==> src/common/fcfg_consts.svh <==
// --------------------------------------------------
// Filter-condition loader constants
// Widths, FIFO sizing, setup window and slot numbers
// --------------------------------------------------
`ifndef FCFG_CONSTS_SVH
`define FCFG_CONSTS_SVH

// Memory packet widths
`define FCFG_DATA_W             32
`define FCFG_OFFSET_W           32
`define FCFG_SHIFT_W            5
`define FCFG_BUF_CLASS_W        3

// Buffer class codes that carry setup words
`define FCFG_CLASS_CU_SETUP     1
`define FCFG_CLASS_ENGINE_SETUP 2

// Setup block and record field widths
`define FCFG_SEQ_WIDTH          16
`define FCFG_NUM_FIELDS         4
`define FCFG_OP_W               4
`define FCFG_FLAGS_W            7

// Route identifier widths
`define FCFG_CU_W               2
`define FCFG_BUNDLE_W           2
`define FCFG_LANE_W             2
`define FCFG_BUFFER_W           2
`define FCFG_ENGINE_W           3
`define FCFG_MODULE_W           2

// FIFO sizing
`define FCFG_FIFO_DEPTH         16
`define FCFG_PROG_THRESH        8

// Word slots inside a setup block
`define FCFG_SLOT_OP            0
`define FCFG_SLOT_FILTER_MASK   1
`define FCFG_SLOT_CONST_MASK    2
`define FCFG_SLOT_CONST_VALUE   3
`define FCFG_SLOT_OPS_MASK      4
`define FCFG_SLOT_FLAGS         5
`define FCFG_SLOT_ROUTE_IF      6
`define FCFG_SLOT_ROUTE_ELSE    7
`define FCFG_SLOT_ROUTE_EXT     8
`define FCFG_SLOT_LAST          (`FCFG_SEQ_WIDTH - 1)

`endif

==> src/common/mem_pkt_pkg.sv <==
// --------------------------------------------------
// Memory response packet types
// Fields of one word returned by the memory side
// --------------------------------------------------
`include "fcfg_consts.svh"

package mem_pkt_pkg;

    // ----------------------------------------------
    // Scalar types
    // ----------------------------------------------
    // One payload word
    typedef logic [`FCFG_DATA_W-1:0] data_word_t;

    // Byte offset of the packet inside its buffer
    typedef logic [`FCFG_OFFSET_W-1:0] offset_t;

    // Right shift that turns an offset into a word index
    typedef logic [`FCFG_SHIFT_W-1:0] shift_amt_t;

    // Word index after the shift, same width as the offset
    typedef logic [`FCFG_OFFSET_W-1:0] seq_index_t;

    // Buffer class, setup codes live in the constants header
    typedef logic [`FCFG_BUF_CLASS_W-1:0] buf_class_t;

    // ----------------------------------------------
    // Packet
    // ----------------------------------------------
    typedef struct packed {
        buf_class_t buf_class;
        offset_t    offset;
        shift_amt_t shift_amt;
        data_word_t data;
    } mem_pkt_t;

endpackage

==> src/common/filter_cfg_pkg.sv <==
// --------------------------------------------------
// Filter-condition configuration types
// Record layout, flags and routes of one engine
// --------------------------------------------------
`include "fcfg_consts.svh"

package filter_cfg_pkg;

    // ----------------------------------------------
    // Scalar types
    // ----------------------------------------------
    typedef logic [`FCFG_OP_W-1:0] filter_op_t;

    // One bit per data field
    typedef logic [`FCFG_NUM_FIELDS-1:0] field_mask_t;

    // One field mask per field
    typedef logic [`FCFG_NUM_FIELDS*`FCFG_NUM_FIELDS-1:0] ops_mask_t;

    // Which word of a setup block is being loaded
    typedef logic [`FCFG_SEQ_WIDTH-1:0] slot_onehot_t;

    // ----------------------------------------------
    // Route target
    // ----------------------------------------------
    typedef struct packed {
        logic [`FCFG_CU_W-1:0]     cu;
        logic [`FCFG_BUNDLE_W-1:0] bundle;
        logic [`FCFG_LANE_W-1:0]   lane;
        logic [`FCFG_BUFFER_W-1:0] buffer;
        logic [`FCFG_ENGINE_W-1:0] engine;
        logic [`FCFG_MODULE_W-1:0] module_id;
    } filter_route_t;

    // Flags, break_flag sits in bit 0
    typedef struct packed {
        logic conditional_flag;
        logic ternary_flag;
        logic continue_flag;
        logic filter_pass;
        logic filter_post;
        logic break_pass;
        logic break_flag;
    } filter_flags_t;

    // ----------------------------------------------
    // Full configuration record
    // ----------------------------------------------
    typedef struct packed {
        filter_op_t             filter_op;
        field_mask_t            filter_mask;
        field_mask_t            const_mask;
        mem_pkt_pkg::data_word_t const_value;
        ops_mask_t              ops_mask;
        filter_flags_t          flags;
        filter_route_t          route_if;
        filter_route_t          route_else;
    } filter_cfg_t;

endpackage

==> src/design/sync_fifo.sv <==
// --------------------------------------------------
// Synchronous FIFO
// Registered read with valid, plus empty, full and
// programmable-full flags
// --------------------------------------------------
`include "fcfg_consts.svh"

module sync_fifo #(
    parameter int width = 32,
    parameter int depth = 16
) (
    input  logic             ap_clk,
    input  logic             rst_n,
    input  logic             wr_en,
    input  logic [width-1:0] din,
    input  logic             rd_en,
    output logic [width-1:0] dout,
    output logic             valid,
    output logic             empty,
    output logic             full,
    output logic             prog_full
);

    localparam int ptr_w = (depth > 1) ? $clog2(depth) : 1;
    localparam int cnt_w = $clog2(depth + 1);

    logic [width-1:0] mem [depth];
    logic [ptr_w-1:0] wr_ptr;
    logic [ptr_w-1:0] rd_ptr;
    logic [cnt_w-1:0] count;
    logic             do_wr;
    logic             do_rd;

    // Pointer step with wrap for any depth
    function automatic logic [ptr_w-1:0] ptr_inc(input logic [ptr_w-1:0] p);
        return (p == ptr_w'(depth - 1)) ? '0 : p + 1'b1;
    endfunction

    // Writes to a full FIFO and reads from an empty one are ignored
    assign do_wr = wr_en & ~full;
    assign do_rd = rd_en & ~empty;

    // ----------------------------------------------
    // Pointers and occupancy
    // ----------------------------------------------
    always_ff @(posedge ap_clk) begin
        if (!rst_n) begin
            wr_ptr <= '0;
            rd_ptr <= '0;
            count  <= '0;
            valid  <= 1'b0;
        end else begin
            valid <= do_rd;
            if (do_wr) begin
                wr_ptr <= ptr_inc(wr_ptr);
            end
            if (do_rd) begin
                rd_ptr <= ptr_inc(rd_ptr);
            end
            if (do_wr && !do_rd) begin
                count <= count + 1'b1;
            end else if (!do_wr && do_rd) begin
                count <= count - 1'b1;
            end
        end
    end

    // ----------------------------------------------
    // Storage and registered read
    // ----------------------------------------------
    always_ff @(posedge ap_clk) begin
        if (do_wr) begin
            mem[wr_ptr] <= din;
        end
        if (do_rd) begin
            dout <= mem[rd_ptr];
        end
    end

    assign empty     = (count == '0);
    assign full      = (count == cnt_w'(depth));
    assign prog_full = (count >= cnt_w'(`FCFG_PROG_THRESH));

endmodule

==> src/cfg_loader/setup_packet_filter.sv <==
// --------------------------------------------------
// Setup packet filter
// Keeps setup-class packets inside this engine's
// window of words and pushes them to the response FIFO
// --------------------------------------------------
`include "fcfg_consts.svh"

module setup_packet_filter #(
    parameter int cfg_slot = 0
) (
    input  logic                  ap_clk,
    input  logic                  rst_n,
    input  logic                  rsp_valid,
    input  mem_pkt_pkg::mem_pkt_t rsp_pkt,
    output logic                  push,
    output mem_pkt_pkg::mem_pkt_t push_pkt
);

    // Window of sequence indices owned by this engine
    localparam mem_pkt_pkg::seq_index_t seq_min =
        mem_pkt_pkg::seq_index_t'(cfg_slot * `FCFG_SEQ_WIDTH);
    localparam mem_pkt_pkg::seq_index_t seq_max =
        mem_pkt_pkg::seq_index_t'((cfg_slot + 1) * `FCFG_SEQ_WIDTH);

    logic                    valid_r;
    mem_pkt_pkg::mem_pkt_t   pkt_r;
    mem_pkt_pkg::seq_index_t seq_idx;
    logic                    class_ok;
    logic                    in_window;

    // Input stage
    always_ff @(posedge ap_clk) begin
        if (!rst_n) begin
            valid_r <= 1'b0;
        end else begin
            valid_r <= rsp_valid;
        end
    end

    always_ff @(posedge ap_clk) begin
        pkt_r <= rsp_pkt;
    end

    assign seq_idx = pkt_r.offset >> pkt_r.shift_amt;

    // Either of the two setup classes
    assign class_ok =
        (pkt_r.buf_class == mem_pkt_pkg::buf_class_t'(`FCFG_CLASS_CU_SETUP)) |
        (pkt_r.buf_class == mem_pkt_pkg::buf_class_t'(`FCFG_CLASS_ENGINE_SETUP));

    assign in_window = (seq_idx >= seq_min) & (seq_idx < seq_max);

    assign push     = valid_r & class_ok & in_window;
    assign push_pkt = pkt_r;

endmodule

==> src/cfg_loader/cfg_word_sequencer.sv <==
// --------------------------------------------------
// Setup word sequencer
// Pops the response FIFO and tags each word with its
// one-hot slot, pulses complete after the last slot
// --------------------------------------------------
`include "fcfg_consts.svh"

module cfg_word_sequencer #(
    parameter int cfg_slot = 0
) (
    input  logic                        ap_clk,
    input  logic                        rst_n,
    input  logic                        rsp_rd_en,
    input  logic                        fifo_empty,
    input  logic                        fifo_valid,
    input  mem_pkt_pkg::mem_pkt_t       fifo_pkt,
    input  logic                        cfg_prog_full,
    output logic                        pop,
    output mem_pkt_pkg::data_word_t     word,
    output filter_cfg_pkg::slot_onehot_t word_slot,
    output logic                        word_valid,
    output logic                        complete
);

    localparam mem_pkt_pkg::seq_index_t seq_base =
        mem_pkt_pkg::seq_index_t'(cfg_slot * `FCFG_SEQ_WIDTH);

    mem_pkt_pkg::seq_index_t seq_idx;
    logic                    block_open;
    logic                    is_start;

    assign seq_idx  = fifo_pkt.offset >> fifo_pkt.shift_amt;
    assign is_start = (seq_idx == seq_base);

    // Open from slot 0 to slot 14; once slot 15 is loaded the block
    // is done and the next word may already start a new one
    assign block_open = |word_slot[`FCFG_SLOT_LAST-1:0];

    // Hold off while a record is being closed or the config side is backed up
    assign pop = ~fifo_empty & rsp_rd_en & ~complete & ~cfg_prog_full;

    // ----------------------------------------------
    // Slot tracking
    // ----------------------------------------------
    always_ff @(posedge ap_clk) begin
        if (!rst_n) begin
            word_slot  <= '0;
            word_valid <= 1'b0;
            complete   <= 1'b0;
        end else begin
            word_valid <= fifo_valid;
            complete   <= word_slot[`FCFG_SLOT_LAST];
            if (fifo_valid) begin
                if (block_open) begin
                    word_slot <= word_slot << 1;
                end else if (is_start) begin
                    word_slot <= filter_cfg_pkg::slot_onehot_t'(1);
                end else begin
                    // Stray word outside a block
                    word_slot <= '0;
                end
            end else if (word_slot[`FCFG_SLOT_LAST]) begin
                // Last slot falls back to idle
                word_slot <= '0;
            end
        end
    end

    // Payload word follows its slot
    always_ff @(posedge ap_clk) begin
        if (fifo_valid) begin
            word <= fifo_pkt.data;
        end
    end

endmodule

==> src/cfg_loader/cfg_field_decoder.sv <==
// --------------------------------------------------
// Configuration field decoder
// Builds the filter-condition record slot by slot and
// writes it out once the block is complete
// --------------------------------------------------
`include "fcfg_consts.svh"

module cfg_field_decoder (
    input  logic                         ap_clk,
    input  logic                         rst_n,
    input  mem_pkt_pkg::data_word_t      word,
    input  filter_cfg_pkg::slot_onehot_t word_slot,
    input  logic                         word_valid,
    input  logic                         complete,
    output logic                         cfg_wr,
    output filter_cfg_pkg::filter_cfg_t  cfg_rec
);

    // Bit positions inside the route words
    localparam int bundle_lsb      = `FCFG_CU_W;
    localparam int lane_lsb        = bundle_lsb + `FCFG_BUNDLE_W;
    localparam int buffer_lsb      = lane_lsb + `FCFG_LANE_W;
    localparam int if_module_lsb   = `FCFG_ENGINE_W;
    localparam int else_engine_lsb = if_module_lsb + `FCFG_MODULE_W;
    localparam int else_module_lsb = else_engine_lsb + `FCFG_ENGINE_W;

    filter_cfg_pkg::filter_cfg_t rec;

    // cu, bundle, lane and buffer from the low bits of a route word
    function automatic filter_cfg_pkg::filter_route_t set_route_lo(
        input filter_cfg_pkg::filter_route_t rt,
        input mem_pkt_pkg::data_word_t       w
    );
        filter_cfg_pkg::filter_route_t r;
        r        = rt;
        r.cu     = w[`FCFG_CU_W-1:0];
        r.bundle = w[bundle_lsb +: `FCFG_BUNDLE_W];
        r.lane   = w[lane_lsb +: `FCFG_LANE_W];
        r.buffer = w[buffer_lsb +: `FCFG_BUFFER_W];
        return r;
    endfunction

    // ----------------------------------------------
    // Field update, slots 9 to 15 carry nothing
    // ----------------------------------------------
    always_ff @(posedge ap_clk) begin
        if (word_valid) begin
            case (1'b1)
                word_slot[`FCFG_SLOT_OP]: begin
                    rec.filter_op <= word[`FCFG_OP_W-1:0];
                end
                word_slot[`FCFG_SLOT_FILTER_MASK]: begin
                    rec.filter_mask <= word[`FCFG_NUM_FIELDS-1:0];
                end
                word_slot[`FCFG_SLOT_CONST_MASK]: begin
                    rec.const_mask <= word[`FCFG_NUM_FIELDS-1:0];
                end
                word_slot[`FCFG_SLOT_CONST_VALUE]: begin
                    rec.const_value <= word;
                end
                word_slot[`FCFG_SLOT_OPS_MASK]: begin
                    rec.ops_mask <= word[`FCFG_NUM_FIELDS*`FCFG_NUM_FIELDS-1:0];
                end
                word_slot[`FCFG_SLOT_FLAGS]: begin
                    rec.flags <= word[`FCFG_FLAGS_W-1:0];
                end
                word_slot[`FCFG_SLOT_ROUTE_IF]: begin
                    rec.route_if <= set_route_lo(rec.route_if, word);
                end
                word_slot[`FCFG_SLOT_ROUTE_ELSE]: begin
                    rec.route_else <= set_route_lo(rec.route_else, word);
                end
                word_slot[`FCFG_SLOT_ROUTE_EXT]: begin
                    rec.route_if.engine      <= word[`FCFG_ENGINE_W-1:0];
                    rec.route_if.module_id   <= word[if_module_lsb +: `FCFG_MODULE_W];
                    rec.route_else.engine    <= word[else_engine_lsb +: `FCFG_ENGINE_W];
                    rec.route_else.module_id <= word[else_module_lsb +: `FCFG_MODULE_W];
                end
                default: begin
                    rec <= rec;
                end
            endcase
        end
    end

    // ----------------------------------------------
    // Record write
    // ----------------------------------------------
    // Snapshot taken on complete, before a new block's slot 0 lands
    always_ff @(posedge ap_clk) begin
        if (complete) begin
            cfg_rec <= rec;
        end
    end

    always_ff @(posedge ap_clk) begin
        if (!rst_n) begin
            cfg_wr <= 1'b0;
        end else begin
            cfg_wr <= complete;
        end
    end

endmodule

==> src/cfg_loader/filter_cond_cfg_loader.sv <==
// --------------------------------------------------
// Filter-condition configuration loader
// Filters setup packets, decodes 16-word blocks into
// records and queues them for the engine
// --------------------------------------------------
`include "fcfg_consts.svh"

module filter_cond_cfg_loader #(
    parameter int cfg_slot = 0
) (
    input  logic                        ap_clk,
    input  logic                        rst_n,
    input  logic                        rsp_valid,
    input  mem_pkt_pkg::mem_pkt_t       rsp_pkt,
    input  logic                        rsp_rd_en,
    input  logic                        cfg_rd_en,
    output logic                        cfg_valid,
    output filter_cfg_pkg::filter_cfg_t cfg_out,
    output logic                        rsp_full,
    output logic                        rsp_prog_full,
    output logic                        cfg_empty
);

    logic                         rsp_rd_en_r;
    logic                         cfg_rd_en_r;
    logic                         rsp_push;
    mem_pkt_pkg::mem_pkt_t        rsp_push_pkt;
    logic                         rsp_pop;
    mem_pkt_pkg::mem_pkt_t        rsp_dout;
    logic                         rsp_dvalid;
    logic                         rsp_empty;
    mem_pkt_pkg::data_word_t      word;
    filter_cfg_pkg::slot_onehot_t word_slot;
    logic                         word_valid;
    logic                         complete;
    logic                         cfg_wr;
    filter_cfg_pkg::filter_cfg_t  cfg_rec;
    logic                         cfg_pop;
    filter_cfg_pkg::filter_cfg_t  cfg_dout;
    logic                         cfg_dvalid;
    logic                         cfg_prog_full;

    // ----------------------------------------------
    // Read enables and output stage
    // ----------------------------------------------
    always_ff @(posedge ap_clk) begin
        if (!rst_n) begin
            rsp_rd_en_r <= 1'b0;
            cfg_rd_en_r <= 1'b0;
            cfg_valid   <= 1'b0;
        end else begin
            rsp_rd_en_r <= rsp_rd_en;
            cfg_rd_en_r <= cfg_rd_en;
            cfg_valid   <= cfg_dvalid;
        end
    end

    always_ff @(posedge ap_clk) begin
        cfg_out <= cfg_dout;
    end

    assign cfg_pop = ~cfg_empty & cfg_rd_en_r;

    // ----------------------------------------------
    // Response path
    // ----------------------------------------------
    setup_packet_filter #(
        .cfg_slot (cfg_slot)
    ) u_filter (
        .ap_clk    (ap_clk),
        .rst_n     (rst_n),
        .rsp_valid (rsp_valid),
        .rsp_pkt   (rsp_pkt),
        .push      (rsp_push),
        .push_pkt  (rsp_push_pkt)
    );

    sync_fifo #(
        .width ($bits(mem_pkt_pkg::mem_pkt_t)),
        .depth (`FCFG_FIFO_DEPTH)
    ) u_rsp_fifo (
        .ap_clk    (ap_clk),
        .rst_n     (rst_n),
        .wr_en     (rsp_push),
        .din       (rsp_push_pkt),
        .rd_en     (rsp_pop),
        .dout      (rsp_dout),
        .valid     (rsp_dvalid),
        .empty     (rsp_empty),
        .full      (rsp_full),
        .prog_full (rsp_prog_full)
    );

    cfg_word_sequencer #(
        .cfg_slot (cfg_slot)
    ) u_sequencer (
        .ap_clk        (ap_clk),
        .rst_n         (rst_n),
        .rsp_rd_en     (rsp_rd_en_r),
        .fifo_empty    (rsp_empty),
        .fifo_valid    (rsp_dvalid),
        .fifo_pkt      (rsp_dout),
        .cfg_prog_full (cfg_prog_full),
        .pop           (rsp_pop),
        .word          (word),
        .word_slot     (word_slot),
        .word_valid    (word_valid),
        .complete      (complete)
    );

    // ----------------------------------------------
    // Record path
    // ----------------------------------------------
    cfg_field_decoder u_decoder (
        .ap_clk     (ap_clk),
        .rst_n      (rst_n),
        .word       (word),
        .word_slot  (word_slot),
        .word_valid (word_valid),
        .complete   (complete),
        .cfg_wr     (cfg_wr),
        .cfg_rec    (cfg_rec)
    );

    sync_fifo #(
        .width ($bits(filter_cfg_pkg::filter_cfg_t)),
        .depth (`FCFG_FIFO_DEPTH)
    ) u_cfg_fifo (
        .ap_clk    (ap_clk),
        .rst_n     (rst_n),
        .wr_en     (cfg_wr),
        .din       (cfg_rec),
        .rd_en     (cfg_pop),
        .dout      (cfg_dout),
        .valid     (cfg_dvalid),
        .empty     (cfg_empty),
        .full      (),
        .prog_full (cfg_prog_full)
    );

endmodule

==> config.mk <==
export PLATFORM = sky130hd
export DESIGN_NAME = filter_cond_cfg_loader
export DESIGN_NICKNAME = d
export VERILOG_FILES = /design/src/common/mem_pkt_pkg.sv /design/src/common/filter_cfg_pkg.sv /design/src/design/sync_fifo.sv /design/src/cfg_loader/setup_packet_filter.sv /design/src/cfg_loader/cfg_word_sequencer.sv /design/src/cfg_loader/cfg_field_decoder.sv /design/src/cfg_loader/filter_cond_cfg_loader.sv
export VERILOG_INCLUDE_DIRS = /design/src /design/src/common
export SDC_FILE = /design/constraint.sdc
export NUM_CORES = 2
export LEC_CHECK = 0
export BUFFER_PORTS_ARGS = -buffer_cell sky130_fd_sc_hd__buf_4
export CORE_MARGIN = 8
export CORE_UTILIZATION = 50
export CTS_CLUSTER_SIZE = 40
export DETAILED_ROUTE_END_ITERATION = 7
export PLACE_DENSITY = 0.73
export SKIP_CTS_REPAIR_TIMING = 1
export SYNTH_ARGS = -nofsm -noshare
export SYNTH_HDL_FRONTEND = slang
export SYNTH_SLANG_ARGS = --single-unit
==> constraint.sdc <==
create_clock -name ap_clk -period 22.3 [get_ports ap_clk]
set_input_delay 6.69 -clock ap_clk [delete_from_list [all_inputs] [get_ports ap_clk]]
set_output_delay 6.69 -clock ap_clk [all_outputs]
set_load 0.02 [all_outputs]
==> results.cfg <==
[outcome]
status = finished, final reports clean

[timing]
worstMarginPinSlew_ns = 1.23
period_share_pct = 39.7
holdWs_ns = 0.302
setup_viol = 0
fin_worst_skew_ns = 0.106
relSlewSlack_pct = 17.7
fmax_mhz = 113
rsz0062_at_grt = false
setup_tns_ns = 0
hold_viol_final = 0
drv_slew = 0
fin_ws_ns = 13.45
min_period_ns = 8.85

[drt]
vias = 50800
viasPerCell = 6.15
routed_wirelength_mm = 252
dr.first_iter.drc_count = 6228
route.detailed.drc = 0
drtAntennaViolNets = 0
dr.pass1.iters = 6
wl_per_cell_um = 30.5

[clocking]
htreeDepth = 5
cts.sinks = 3188
numCtsBuffers = 326
clk_pin_slew_ns = 0.06
clock_latency_ns = 0.96
clockBufferDepth = 4
clockRootBuffer = clkbuf_16
cts_tree = yes

[finish]
fin_nets = 5067
seq_area_um2 = 93600
design_area_um2 = 131000
area.growth.synth_to_final_pct = 13.7
fin_util_pct = 57.0
drive_gt1_share_pct = 30.3
multi_input_area_um2 = 20800
stdcell_count = 8249
num-fill-cells = 15800

[yosys]
yosysSeqAreaShare_pct = 81.3
yosys.cell_types.count = 61
synth-edff-count = 2972
yosysWarnings = 0
syn_nets = 4698
synth-seq-cells = 3188
yosys-top-cells-count = edfxtp_1 (2,972), mux4_2 (810), dfxtp_1 (216), clkbuf_1 (126), nor2_1 (72)
synth_top_cell_area_share_pct = 77.5
netlist_area_um2 = 115000
synth.most_common_cell = edfxtp_1
yosys.area.top_type = edfxtp_1
syn_inst = 4601
ys.flop_type = edfxtp_1
async_flop_share_pct = 0
syn_area_per_cell_um2 = 25.0
synth.area.top_cells = edfxtp_1 (78%), mux4_2 (16%), dfxtp_1 (3.8%), clkbuf_1 (0.41%), nor2_1 (0.23%)

[global_routing]
antenna_found_initial = 12
grt_pass1_vias = 52000
grt_remaining_overflow = 0
grt_use_total_pct = 20.3
grt_start_max_net_pins = 142
grt_pass1_wl_mm = 363

[critical_path]
endpoint_kind = output port
reg2reg_from = u_filter.push_pkt[32]
ff2ff_path_depth = 9
r2r-end = u_rsp_fifo.mem[12][23]
crit_fanout = 4
path_class = register to output port
rrSetupSlack_ns = 17.51
critical_path_required_ns = 15.61
critPathLaunchType = register
worstPathArrival_ns = 2.16

[die]
dieArea_um2 = 246000
die_w_um = 496
core_area_um2 = 229000
die_h_um = 496
pin_count = 174
num_rows = 176
initial_core_util_pct = 50.2

[placed_design]
io_buffers = 173
hpwl_mm = 116
post-place-ws_ns = 14.36
routabilityCongestion = 0.714
dp_cells = 7668
dpl_cell_area_um2 = 120000

[run]
maxCapViolations = 0

[power]
leakage_nw = 40.0
totalPowerFinal_mw = 13.7
power_density_nw_per_um2 = 105
ir_worst_vdd_mv = 0.0917

[hold_path]
hp-class = register to register
hold_path_depth = 0
min_from = u_cfg_fifo.dout[10]
min_to = cfg_out[10]
-- worst max-delay path: stages, from the launching register on --
cell     delay (ns)
dfxtp_1        0.34
or3_1          0.43
nor3b_1        0.28
buf_4          0.20
-- layer usage --
| metal | wire length (µm) | GRT usage (%) | up-vias |
|---|---|---|---|
| met3 | 20900 | 3.70 | 438 |
| met2 | 126000 | 33.6 | 2576 |
| met4 | 6660 | 5.71 | 0 |
| met5 | 0 | 0 | - |
| li1 | - | - | 20400 |
| met1 | 98300 | 28.0 | 27300 |
-- power breakdown --
group | internal, mW | switching, mW
clock | 3.16 | 2.20
sequential | 6.69 | 0.157
combinational | 0.819 | 0.718
total | 10.7 | 3.07
-- cells in the final DEF (no fill, tap or decap), types with 5 or more instances in the layout --
| cell | Yosys | layout |
|---|---|---|
| dfxtp_1 | 216 | 206 |
| clkbuf_1 | 126 | 62 |
| nor2_4 | 0 | 12 |
| a21oi_1 | 46 | 46 |
| clkbuf_16 | 0 | 336 |
| ha_1 | 18 | 18 |
| clkinv_1 | 0 | 49 |
| a21o_1 | 5 | 5 |
| nor2b_1 | 10 | 10 |
| inv_1 | 22 | 21 |
| and2_4 | 1 | 5 |
| buf_4 | 0 | 234 |
| nor3b_1 | 20 | 19 |
| and2_1 | 15 | 11 |
| nor2_1 | 72 | 60 |
| mux4_2 | 810 | 810 |
| nand2b_1 | 7 | 7 |
| edfxtp_1 | 2972 | 2972 |
| buf_12 | 0 | 15 |
| xnor2_1 | 5 | 5 |
| clkinv_2 | 1 | 61 |
| xor2_1 | 9 | 9 |
| or3_1 | 5 | 5 |
| a211oi_1 | 7 | 7 |
| nor3_1 | 13 | 9 |
| inv_6 | 0 | 6 |
| nand2_1 | 22 | 22 |
| and3_4 | 0 | 12 |
| nor4b_1 | 5 | 5 |
| o21ai_0 | 16 | 16 |
| mux2i_1 | 19 | 19 |
| bufinv_16 | 0 | 29 |
| clkinvlp_4 | 0 | 8 |
| clkbuf_8 | 0 | 19 |
| dfxtp_4 | 0 | 9 |
-- state kept, by name, indices dropped and copies added, names as in the netlist, 4 cells and up --
register,cells
cfg_out,93
u_cfg_fifo.count,5
u_cfg_fifo.dout,93
u_cfg_fifo.mem,1488
u_cfg_fifo.rd_ptr,4
u_cfg_fifo.wr_ptr,4
u_decoder.cfg_rec,93
u_decoder.rec,93
u_filter.push_pkt,72
u_rsp_fifo.count,5
u_rsp_fifo.dout,69
u_rsp_fifo.mem,1104
u_rsp_fifo.rd_ptr,4
u_rsp_fifo.wr_ptr,4
u_sequencer.word,32
u_sequencer.word_slot,16
-- how the worst max path moves through the flow --
stage,start,end,depth (start not counted)
global route,u_rsp_fifo.count[0],rsp_full,3
CTS,u_rsp_fifo.count[0],rsp_full,3
floorplan,u_cfg_fifo.count[0],u_cfg_fifo.mem[3][0],5
global placement,u_rsp_fifo.count[0],rsp_full,3
finish,u_rsp_fifo.count[0],rsp_full,3
detailed placement,u_rsp_fifo.count[0],rsp_full,3
-- cell families after synthesis --
| logic type | after synthesis | synth area share [%] |
|---|---|---|
| flops | 3188 | 81.3 |
| xor+xnor | 14 | 0.106 |
| buf+inv | 232 | 0.803 |
| simple gates | 207 | 0.955 |
| mux | 831 | 16.0 |
| fa+ha+maj | 20 | 0.230 |
| compound gates | 109 | 0.612 |
-- layout make-up --
cell class / count / area share (%)
timing repair buffer: 249 / 1.57
antenna: 3 / 0.00573
clock inverter: 161 / 1.23
multi-input combinational: 1181 / 15.9
sequential: 3188 / 71.5
tap: 3026 / 2.89
inverter: 24 / 0.0736
clock buffer: 417 / 6.80
(Power assumes the default switching activity.)
